==> config.mk <==
export PLATFORM = sky130hd
export DESIGN_NAME = vcore_wb_top
export DESIGN_NICKNAME = d
export VERILOG_FILES = /design/src/hdl/vcore_pkg.sv /design/src/hdl/exe_pipe.sv /design/src/hdl/remote_resp_fifo.sv /design/src/hdl/rf_write_arbiter.sv /design/src/hdl/regfile.sv /design/src/hdl/waw_detector.sv /design/src/hdl/vcore_wb_top.sv
export SDC_FILE = /design/constraint.sdc
export NUM_CORES = 2
export LEC_CHECK = 0
export BUFFER_PORTS_ARGS = -buffer_cell sky130_fd_sc_hd__buf_2
export CAP_MARGIN = 0
export CORE_ASPECT_RATIO = 0.5
export CORE_MARGIN = 5
export CORE_UTILIZATION = 45
export DETAILED_ROUTE_END_ITERATION = 10
export PLACE_DENSITY = 0.73
export RECOVER_POWER = 25
export SETUP_SLACK_MARGIN = 0.1
export SLEW_MARGIN = 20
export SYNTH_ARGS = -nofsm -noshare
export SYNTH_HDL_FRONTEND = slang
export SYNTH_SLANG_ARGS = --single-unit
==> constraint.sdc <==
create_clock -name clk_i -period 7.78 [get_ports clk_i]
set_clock_uncertainty 0.1 [all_clocks]
set_input_delay 0 -clock clk_i [delete_from_list [all_inputs] [get_ports clk_i]]
set_output_delay 0 -clock clk_i [all_outputs]
set_load 0.1 [all_outputs]
==> src/hdl/vcore_pkg.sv <==
package vcore_pkg;

  parameter int reg_els_gp = 32;
  parameter int reg_addr_width_gp = $clog2(reg_els_gp);
  parameter int data_width_gp = 32;
  parameter int pc_width_gp = 32;

  typedef logic [reg_addr_width_gp-1:0] reg_addr_t;
  typedef logic [data_width_gp-1:0] data_t;
  typedef logic [pc_width_gp-1:0] pc_t;

  typedef struct packed {
    pc_t       pc;
    reg_addr_t rd;
    logic      writes_rf;
    logic      remote_load;
    data_t     data;
  } instr_s;

  typedef struct packed {
    logic      valid;
    pc_t       pc;
    reg_addr_t rd;
    logic      writes_rf;
    data_t     data;
  } stage_s;

  typedef struct packed {
    reg_addr_t reg_id;
    pc_t       pc;
  } remote_req_s;

  // force_wb asks for the write port even when the wb stage is busy
  typedef struct packed {
    reg_addr_t rd;
    data_t     data;
    logic      force_wb;
  } remote_resp_s;

  typedef struct packed {
    logic      valid;
    reg_addr_t addr;
    data_t     data;
  } rf_write_s;

  typedef struct packed {
    reg_addr_t rd;
    pc_t       aggressor_pc;
    pc_t       victim_pc;
    logic      in_wb;
  } waw_report_s;

  typedef enum logic {
    ARB_IDLE,
    ARB_FORCE
  } arb_state_e;

endpackage

==> src/hdl/exe_pipe.sv <==
`timescale 1ns/1ps

module exe_pipe (
  input  logic                    clk_i,
  input  logic                    reset_i,
  input  logic                    instr_v_i,
  input  vcore_pkg::instr_s       instr_i,
  input  logic                    stall_i,
  output logic                    remote_req_v_o,
  output vcore_pkg::remote_req_s  remote_req_o,
  output vcore_pkg::stage_s       mem_o,
  output vcore_pkg::stage_s       wb_o
);

  import vcore_pkg::*;

  stage_s exe_r;
  stage_s mem_r;
  stage_s wb_r;
  stage_s exe_n;

  // the stage struct has no room for the remote flag, so exe keeps it beside
  logic exe_remote_r;
  logic exe_remote_n;

  always_comb begin
    exe_n.valid = instr_v_i;
    exe_n.pc = instr_i.pc;
    exe_n.rd = instr_i.rd;
    exe_n.data = instr_i.data;
    // a remote load writes later through the response FIFO, never in its own wb
    exe_n.writes_rf = instr_v_i & instr_i.writes_rf & ~instr_i.remote_load;
    exe_remote_n = instr_v_i & instr_i.remote_load;
  end

  always_ff @(posedge clk_i) begin
    if (reset_i) begin
      exe_r <= '0;
      mem_r <= '0;
      wb_r <= '0;
      exe_remote_r <= 1'b0;
    end else if (!stall_i) begin
      exe_r <= exe_n;
      exe_remote_r <= exe_remote_n;
      mem_r <= exe_r;
      wb_r <= mem_r;
    end
  end

  // the request leaves only in the cycle that exe actually advances
  assign remote_req_v_o = exe_r.valid & exe_remote_r & ~stall_i;
  assign remote_req_o.reg_id = exe_r.rd;
  assign remote_req_o.pc = exe_r.pc;

  assign mem_o = mem_r;
  assign wb_o = wb_r;

endmodule

==> src/hdl/remote_resp_fifo.sv <==
`timescale 1ns/1ps

module remote_resp_fifo #(
  parameter int resp_fifo_depth_p = 4
) (
  input  logic                    clk_i,
  input  logic                    reset_i,
  input  logic                    push_i,
  input  vcore_pkg::remote_resp_s push_data_i,
  input  logic                    pop_i,
  output logic                    head_v_o,
  output vcore_pkg::remote_resp_s head_o,
  output logic                    overflow_o
);

  import vcore_pkg::*;

  localparam int ptr_width_lp = (resp_fifo_depth_p > 1) ? $clog2(resp_fifo_depth_p) : 1;
  localparam int cnt_width_lp = $clog2(resp_fifo_depth_p + 1);

  typedef logic [ptr_width_lp-1:0] ptr_t;
  typedef logic [cnt_width_lp-1:0] cnt_t;

  remote_resp_s mem_r [resp_fifo_depth_p];
  ptr_t rd_ptr_r;
  ptr_t wr_ptr_r;
  cnt_t count_r;
  logic overflow_r;
  logic full;
  logic do_push;
  logic do_pop;

  // pointers wrap explicitly so depths that are not a power of two also work
  function automatic ptr_t ptr_inc(ptr_t ptr);
    return (ptr == ptr_t'(resp_fifo_depth_p - 1)) ? '0 : ptr + 1'b1;
  endfunction

  assign full = (count_r == cnt_t'(resp_fifo_depth_p));
  assign do_push = push_i & ~full;
  assign do_pop = pop_i & head_v_o;

  always_ff @(posedge clk_i) begin
    if (do_push) begin
      mem_r[wr_ptr_r] <= push_data_i;
    end
  end

  always_ff @(posedge clk_i) begin
    if (reset_i) begin
      rd_ptr_r <= '0;
      wr_ptr_r <= '0;
      count_r <= '0;
      overflow_r <= 1'b0;
    end else begin
      if (do_push) begin
        wr_ptr_r <= ptr_inc(wr_ptr_r);
      end
      if (do_pop) begin
        rd_ptr_r <= ptr_inc(rd_ptr_r);
      end
      if (do_push && !do_pop) begin
        count_r <= count_r + 1'b1;
      end else if (do_pop && !do_push) begin
        count_r <= count_r - 1'b1;
      end
      // a response lost to a full FIFO is sticky until reset
      if (push_i && full) begin
        overflow_r <= 1'b1;
      end
    end
  end

  assign head_v_o = (count_r != '0);
  assign head_o = mem_r[rd_ptr_r];
  assign overflow_o = overflow_r;

endmodule

==> src/hdl/rf_write_arbiter.sv <==
`timescale 1ns/1ps

module rf_write_arbiter (
  input  logic                    clk_i,
  input  logic                    reset_i,
  input  vcore_pkg::stage_s       wb_i,
  input  logic                    head_v_i,
  input  vcore_pkg::remote_resp_s head_i,
  output logic                    pop_o,
  output logic                    stall_o,
  output logic                    force_grant_o,
  output vcore_pkg::rf_write_s    rf_write_o
);

  import vcore_pkg::*;

  arb_state_e state_r;
  arb_state_e state_n;
  logic wb_writes;
  logic grant_wb;
  logic grant_head;

  assign wb_writes = wb_i.valid & wb_i.writes_rf;

  // ARB_FORCE is the cycle right after a forced write, the held wb stage gets
  // the port first there so a stall never lasts more than one cycle
  always_comb begin
    state_n = state_r;
    grant_wb = 1'b0;
    grant_head = 1'b0;
    stall_o = 1'b0;
    force_grant_o = 1'b0;
    case (state_r)
      ARB_IDLE: begin
        if (head_v_i && head_i.force_wb) begin
          grant_head = 1'b1;
          stall_o = 1'b1;
          force_grant_o = 1'b1;
          state_n = ARB_FORCE;
        end else if (wb_writes) begin
          grant_wb = 1'b1;
        end else if (head_v_i) begin
          grant_head = 1'b1;
        end
      end
      ARB_FORCE: begin
        state_n = ARB_IDLE;
        if (wb_writes) begin
          grant_wb = 1'b1;
        end else if (head_v_i) begin
          grant_head = 1'b1;
        end
      end
      default: begin
        state_n = ARB_IDLE;
      end
    endcase
  end

  always_ff @(posedge clk_i) begin
    if (reset_i) begin
      state_r <= ARB_IDLE;
    end else begin
      state_r <= state_n;
    end
  end

  assign pop_o = grant_head;
  assign rf_write_o.valid = grant_wb | grant_head;
  assign rf_write_o.addr = grant_head ? head_i.rd : wb_i.rd;
  assign rf_write_o.data = grant_head ? head_i.data : wb_i.data;

endmodule

==> src/hdl/regfile.sv <==
`timescale 1ns/1ps

module regfile (
  input  logic                 clk_i,
  input  logic                 reset_i,
  input  vcore_pkg::rf_write_s write_i,
  input  vcore_pkg::reg_addr_t raddr_i,
  output vcore_pkg::data_t     rdata_o
);

  import vcore_pkg::*;

  data_t rf_r [reg_els_gp];

  always_ff @(posedge clk_i) begin
    if (reset_i) begin
      for (int i = 0; i < reg_els_gp; i++) begin
        rf_r[i] <= '0;
      end
    end else if (write_i.valid && (write_i.addr != '0)) begin
      // x0 is never written, so it keeps the zero from reset
      rf_r[write_i.addr] <= write_i.data;
    end
  end

  assign rdata_o = rf_r[raddr_i];

endmodule

==> src/hdl/waw_detector.sv <==
`timescale 1ns/1ps

module waw_detector (
  input  logic                   clk_i,
  input  logic                   reset_i,
  input  logic                   remote_req_v_i,
  input  vcore_pkg::remote_req_s remote_req_i,
  input  logic                   force_grant_i,
  input  vcore_pkg::reg_addr_t   forced_rd_i,
  input  vcore_pkg::stage_s      mem_i,
  input  vcore_pkg::stage_s      wb_i,
  output logic                   waw_v_o,
  output vcore_pkg::waw_report_s waw_o
);

  import vcore_pkg::*;

  // pc of the last remote load issued for each destination register
  pc_t req_pc_r [reg_els_gp];
  logic [reg_els_gp-1:0] req_seen_r;

  logic wb_hit;
  logic mem_hit;
  logic forced_known;

  always_ff @(posedge clk_i) begin
    if (remote_req_v_i) begin
      req_pc_r[remote_req_i.reg_id] <= remote_req_i.pc;
    end
  end

  always_ff @(posedge clk_i) begin
    if (reset_i) begin
      req_seen_r <= '0;
    end else if (remote_req_v_i) begin
      req_seen_r[remote_req_i.reg_id] <= 1'b1;
    end
  end

  assign wb_hit = wb_i.valid & wb_i.writes_rf & (wb_i.rd == forced_rd_i);
  assign mem_hit = mem_i.valid & mem_i.writes_rf & (mem_i.rd == forced_rd_i);

  // x0 writes are discarded anyway, so they cannot collide
  assign forced_known = req_seen_r[forced_rd_i] & (forced_rd_i != '0);

  assign waw_v_o = force_grant_i & forced_known & (wb_hit | mem_hit);

  // wb is older than mem, so it is the victim named when both match
  assign waw_o.rd = forced_rd_i;
  assign waw_o.aggressor_pc = req_pc_r[forced_rd_i];
  assign waw_o.victim_pc = wb_hit ? wb_i.pc : mem_i.pc;
  assign waw_o.in_wb = wb_hit;

endmodule

==> src/hdl/vcore_wb_top.sv <==
`timescale 1ns/1ps

module vcore_wb_top #(
  parameter int resp_fifo_depth_p = 4
) (
  input  logic                    clk_i,
  input  logic                    reset_i,
  input  logic                    instr_v_i,
  input  vcore_pkg::instr_s       instr_i,
  input  logic                    remote_resp_v_i,
  input  vcore_pkg::remote_resp_s remote_resp_i,
  input  vcore_pkg::reg_addr_t    rf_raddr_i,
  output logic                    stall_o,
  output logic                    remote_req_v_o,
  output vcore_pkg::remote_req_s  remote_req_o,
  output vcore_pkg::data_t        rf_rdata_o,
  output logic                    waw_v_o,
  output vcore_pkg::waw_report_s  waw_o,
  output logic                    resp_overflow_o
);

  import vcore_pkg::*;

  stage_s mem_r;
  stage_s wb_r;
  logic head_v;
  remote_resp_s head;
  logic pop;
  logic stall;
  logic force_grant;
  rf_write_s rf_write;

  exe_pipe pipe (
    .clk_i          (clk_i),
    .reset_i        (reset_i),
    .instr_v_i      (instr_v_i),
    .instr_i        (instr_i),
    .stall_i        (stall),
    .remote_req_v_o (remote_req_v_o),
    .remote_req_o   (remote_req_o),
    .mem_o          (mem_r),
    .wb_o           (wb_r)
  );

  remote_resp_fifo #(
    .resp_fifo_depth_p (resp_fifo_depth_p)
  ) resp_fifo (
    .clk_i       (clk_i),
    .reset_i     (reset_i),
    .push_i      (remote_resp_v_i),
    .push_data_i (remote_resp_i),
    .pop_i       (pop),
    .head_v_o    (head_v),
    .head_o      (head),
    .overflow_o  (resp_overflow_o)
  );

  rf_write_arbiter arb (
    .clk_i         (clk_i),
    .reset_i       (reset_i),
    .wb_i          (wb_r),
    .head_v_i      (head_v),
    .head_i        (head),
    .pop_o         (pop),
    .stall_o       (stall),
    .force_grant_o (force_grant),
    .rf_write_o    (rf_write)
  );

  regfile rf (
    .clk_i   (clk_i),
    .reset_i (reset_i),
    .write_i (rf_write),
    .raddr_i (rf_raddr_i),
    .rdata_o (rf_rdata_o)
  );

  waw_detector waw (
    .clk_i          (clk_i),
    .reset_i        (reset_i),
    .remote_req_v_i (remote_req_v_o),
    .remote_req_i   (remote_req_o),
    .force_grant_i  (force_grant),
    .forced_rd_i    (head.rd),
    .mem_i          (mem_r),
    .wb_i           (wb_r),
    .waw_v_o        (waw_v_o),
    .waw_o          (waw_o)
  );

  assign stall_o = stall;

endmodule

# Word level (Yosys, flattened, before mapping)

Memories as Yosys holds them, arrays and structs flattened. A register that Yosys moved wholly into a read port is not among the register bits.
Cells that the tools add are included.

Memory bits (writable): 2200
Logic and storage cells: 106
Memories kept: 3
Register bits after elaboration: 255
Input bits: 118
Output and inout bits: 143

$lt $le $gt $ge: 3
Multiplexer cells: 35
Reduce and logical (&&, ||, !) cells: 13
Bitwise logic cells: 21
Equal/unequal tests: 5
Add/subtract/negate cells: 4

Memories:

| memory          | words | bits a word | read ports | clocked after Yosys merged registers in | wr ports | RTL line               | RTL |
|---|---|---|---|---|---|---|---|
| rf.rf_r         | 32    | 32          | 1          | 0                                       | 32       | regfile.sv:13          | `data_t rf_r [reg_els_gp];` |
| waw.req_pc_r    | 32    | 32          | 1          | 0                                       | 1        | waw_detector.sv:19     | `pc_t req_pc_r [reg_els_gp];` |
| resp_fifo.mem_r | 4     | 38          | 1          | 1                                       | 1        | remote_resp_fifo.sv:24 | `remote_resp_s mem_r [resp_fifo_depth_p];` |

Operators by type and width:

| cell                                                 | count |
|---|---|
| two-way mux 32 bit                                   | 3 |
| bitwise OR 32 bit                                    | 1 |
| OR reduction 32 bit                                  | 1 |
| two-way mux 1 bit                                    | 19 |
| bitwise AND 1 bit                                    | 14 |
| < comparator 5 x 6 -> 1 bit (second input constant)  | 2 |
| equality test 5 bit                                  | 2 |
| two-way mux 5 bit                                    | 2 |
| nonzero test 5 bit                                   | 2 |
| two-way mux 2 bit                                    | 4 |
| logical AND 1 bit                                    | 6 |
| two-way mux 3 bit                                    | 2 |
| case mux 1 bit (2 select lines)                      | 3 |
| binary-select mux 1 bit (select 5 bit)               | 1 |
| demux 1 bit (select 5 bit)                           | 1 |
| >= comparator 5 x 1 -> 1 bit (second input constant) | 1 |
| adder 2 x 1 -> 2 bit (second input constant)         | 2 |
| equality test 2 bit (second input constant)          | 2 |
| inverter 1 bit                                       | 4 |
| adder 3 x 1 -> 3 bit (second input constant)         | 1 |
| equality test 3 bit (second input constant)          | 1 |
| nonzero test 3 bit                                   | 1 |
| subtractor 3 x 1 -> 3 bit (second input constant)    | 1 |
| logical NOT 1 bit                                    | 2 |
| other kinds (2)                                      | 3 |

# Depth between registers and ports, before layout

Depth after elaboration: 13
Gate-level depth with buffers: 13
Depth with buffers taken out: 10

# Cells and area by module

A second synthesis with hierarchy kept.

Cells, all modules: 6356
Area total of the unflattened synthesis: 102271.8 um2

Modules (own cells, without submodules):

| module           | times used | sequential area each (um2) | area each (um2) | cells each |
|---|---|---|---|---|
| regfile          | 1          | 30749.5                    | 47087.7         | 3447 |
| waw_detector     | 1          | 31390.1                    | 40660.2         | 1881 |
| exe_pipe         | 1          | 4284.1                     | 7901.3          | 730 |
| remote_resp_fifo | 1          | 4764.6                     | 5999.5          | 248 |
| rf_write_arbiter | 1          | 20.0                       | 623.1           | 50 |

# Least setup slack after synthesis

No wires, ideal clock.

Kind: register to output
From: reg (tool-made name)
To: out waw_o[62] (netlist bit)
Setup slack: 2.698 ns
Buffers on the path: 7
Data required time: 7.680 ns
Data arrival time: 4.982 ns
Stages on the path, launching flop included: 12
Path through: dfxtp_1 -> buf_4 -> mux4_2 -> buf_2 -> buf_6 -> buf_6 -> buf_6 -> buf_2 -> buf_1 -> a31oi_1 -> o22ai_1 -> a211oi_1

RTL lines:

| element       | RTL line           | RTL |
|---|---|---|
| end, declared | vcore_wb_top.sv:18 | `output vcore_pkg::waw_report_s waw_o,` |

==> results.py <==
metrics = {
    "status": {
        "status": "complete, but fails checks",
        "violations": "max-capacitance violations, max-slew violations",
    },
    "sta": {
        "period_share": 0.772,
        "slew_viol_final": 1012,
        "slew_headroom": -1.42,
        "fin_ws_ns": 1.78,
        "rsz0062_at_grt": "no",
        "fin_crit_ns": 6.00,
        "setup_violations": 0,
        "timing.setup.tns_ns": 0,
        "fmax_ghz": 0.167,
        "tightestPinTransition_ns": 3.62,
        "holdWs_ns": 0.253,
        "hold_violations": 0,
    },
    "setup_path": {
        "cp.arrival_ns": 6.48,
        "reg2reg_slack_ns": 2.45,
        "cp.required_ns": 8.26,
        "path_cells": "dlygate4sd3_1 -> clkbuf_1 -> a21oi_1 -> o21ai_0 -> or2_4 -> buf_4 -> nor2_1",
        "path_max_fanout": 88,
        "rr_worst_depth": 8,
        "cp_slowest_cell": "clkbuf_1",
        "crit_path_start_kind": "input port",
        "slowest_delay_ns": 2.53,
        "critPathKind": "input port to flip-flop",
        "r2r-end": "rf.rf_r[20][11]$_SDFFCE_PN0P_",
        "cp-end-kind": "flip-flop",
    },
    "synth": {
        "seq_area_frac_synth": 0.718,
        "yosysTopAreaCellShare": 0.666,
        "async_flop_share": 0,
        "ys.flop_type": "edfxtp_1",
        "yosysWarningCount": 0,
        "syn_inst": 6293,
        "postSynthAreaPerCell_sq_um": 15.8,
        "synth_area_leaders": "edfxtp_1, mux4_2, dfxtp_1",
        "netlist_area_sq_um": 99200,
        "ys_ff_latch": 2456,
        "yosysTopAreaCell": "edfxtp_1",
        "yosys.cell_types.count": 59,
        "synth_edf_count": 2200,
    },
    "clock_network": {
        "clock-sinks": 2456,
        "cts-root-buf": "clkbuf_16",
        "htreeDepth": 4,
        "postCtsSetupBuffers": 0,
        "cts_buffer_depth": 4,
        "clk-insertion-delay-late_ns": 0.88,
        "numCtsBuffers": 214,
        "cts_tree": "built",
        "clkSlewWorstSetupHoldPaths_ns": 0.06,
    },
    "min_path": {
        "min_path_type": "input port to flip-flop",
        "hp-start": "remote_resp_v_i",
        "hold_path_depth": 5,
        "holdPathEnd": "resp_fifo.wr_ptr_r[1]$_SDFFE_PP0P_",
    },
    "floorplan": {
        "dieHeight_um": 342,
        "rows": 121,
        "dieArea_sq_um": 231000,
        "ios": 261,
        "coreArea_sq_um": 218000,
        "die_x_um": 674,
        "start_util": 0.454,
    },
    "global_route": {
        "grt_pass1_vias": 57800,
        "antenna_found_initial": 16,
        "grt_max_degree": 182,
        "globalRoute.totalOverflow": 0,
        "grt_pass1_wl_um": 389000,
        "grt_usage": 0.227,
    },
    "final_layout": {
        "layout_commonest_cell": "edfxtp_1",
        "layout_common_cells": "edfxtp_1, nor2_1, nand2_1",
        "final_core_utilization": 0.517,
        "syn_to_final_growth_pct": 13.9,
        "final_nets": 6865,
        "drive_gt1_frac": 0.205,
    },
    "routing": {
        "wl_per_cell_um": 27.0,
        "wl_um": 266000,
        "dr_total_vias": 58100,
        "ant_nets": 0,
        "drt-pass1-iter-count": 8,
        "drtIter0Drc": 8237,
        "drc": 0,
        "viasPerCell": 5.89,
    },
    "power_and_ir_drop": {
        "power.total_mw": 38.6,
        "peakVddDrop_mv": 0.885,
        "powerDensity_nw_per_um2": 342,
        "leakagePower_nw": 37.3,
    },
    "place": {
        "place_ws_ns": 2.32,
        "io_buffers": 260,
        "gp_congestion": 0.810,
        "dp_hpwl_um": 148000,
    },
    "job": {
        "max_cap_violations": 28,
    },
}
==> worst max-delay path by stage <==
| stage | startpoint | to | slack, ns | cells after the start |
|---|---|---|---|---|
| 6_report | reset_i | rf.rf_r[23][10]$_SDFFCE_PN0P_ | 1.78 | 7 |
| 5_1_grt | reset_i | rf.rf_r[23][10]$_SDFFCE_PN0P_ | 1.42 | 7 |
| 4_1_cts | flip-flop | waw_o[38] | 1.90 | 8 |
| 3_5_place_dp | flip-flop | rf.rf_r[2][10]$_SDFFCE_PN0P_ | 2.32 | 8 |
| 3_3_place_gp | flip-flop | rf.rf_r[14][6]$_SDFFCE_PN0P_ | 2.46 | 8 |
| 2_1_floorplan | flip-flop | waw_o[62] | 2.70 | 11 |
==> report_power, final <==
group / switching (mW) / leakage, nW / total (mW) / internal [mW]
sequential: 0.351 / 23.4 / 15.8 / 15.4
clock: 4.72 / 3.22 / 10.3 / 5.63
combinational: 9.25 / 10.7 / 12.5 / 3.26
total: 14.3 / 37.3 / 38.6 / 24.3
==> registers in the layout (all words and copies together) (netlist names), 31 cells and up, named ones only <==
| signal | count |
|---|---|
| resp_fifo.mem_r | 152 |
| rf.rf_r | 1024 |
| pipe.mem_o | 71 |
| pipe.remote_req_o | 37 |
| waw.req_seen_r | 31 |
| pipe.exe_r | 34 |
| pipe.wb_o | 71 |
| waw.req_pc_r | 1024 |
==> cell type report <==
type	instances	area (sq um)
antenna	14	35.0
multi-input combinational	3390	26400
sequential	2456	71200
clock buffer	277	5790
clock inverter	102	790
timing repair buffer	668	5090
inverter	10	61.3
tap	2952	3690
fill	17300	105000
==> cell usage after synthesis, types with 11 or more instances <==
library cell,count
a31oi_1,56
nor2_1,1040
nor3_1,11
mux4_2,519
dfxtp_1,256
o211ai_1,18
edfxtp_1,2200
mux2i_1,105
buf_2,119
nor4_1,23
nor2b_1,57
nand3_1,14
buf_1,62
a22oi_1,14
a211oi_1,67
clkbuf_1,223
nor2_2,41
mux2_2,118
a21oi_1,344
nand2_1,776
buf_4,55
o22ai_1,22
a21o_1,32
==> worst max-delay path: cells and delay by family <==
kind                   cells  cell delay (ns)
AOI/OAI and AO/OA          2             1.64
and+or+nand+nor            2             1.09
buffers and inverters      3             3.64
==> logic make-up (layout without fill, tap and decap cells) <==
family,after synthesis,after routing,share of synthesized area
xor+xnor,12,12,0.00106
flops,2456,2456,0.718
mux,743,743,0.142
compound gates,596,596,0.0358
other cells,1,46,0.0000378
simple gates,2000,2000,0.0802
buf+inv,478,1057,0.0224
fa+ha+maj,7,7,0.000959
==> metal layers <==
metal | up-vias | global-route usage | share of wire
met5 | - | 0 | 0
met4 | 0 | 0.0723 | 0.033
met3 | 539 | 0.0395 | 0.096
met2 | 3300 | 0.374 | 0.49
met1 | 29700 | 0.309 | 0.38
li1 | 24500 | - | -
==> stage by stage <==
step	instance area, sq um	std cells
final	113000	9869
after global placement	104000	9201
after floorplan	99300	6324
after global routing	113000	9866
after detailed placement	104000	9201
after CTS	113000	9854
==> what timing repair did <==
| action | 4_1_cts | 5_1_grt |
|---|---|---|
| endpoints found under the hold margin | 415 | 0 |
| hold buffers | 274 | 0 |
| resized for setup | 0 | 0 |
Note: power is estimated with default switching activity, not from simulation.
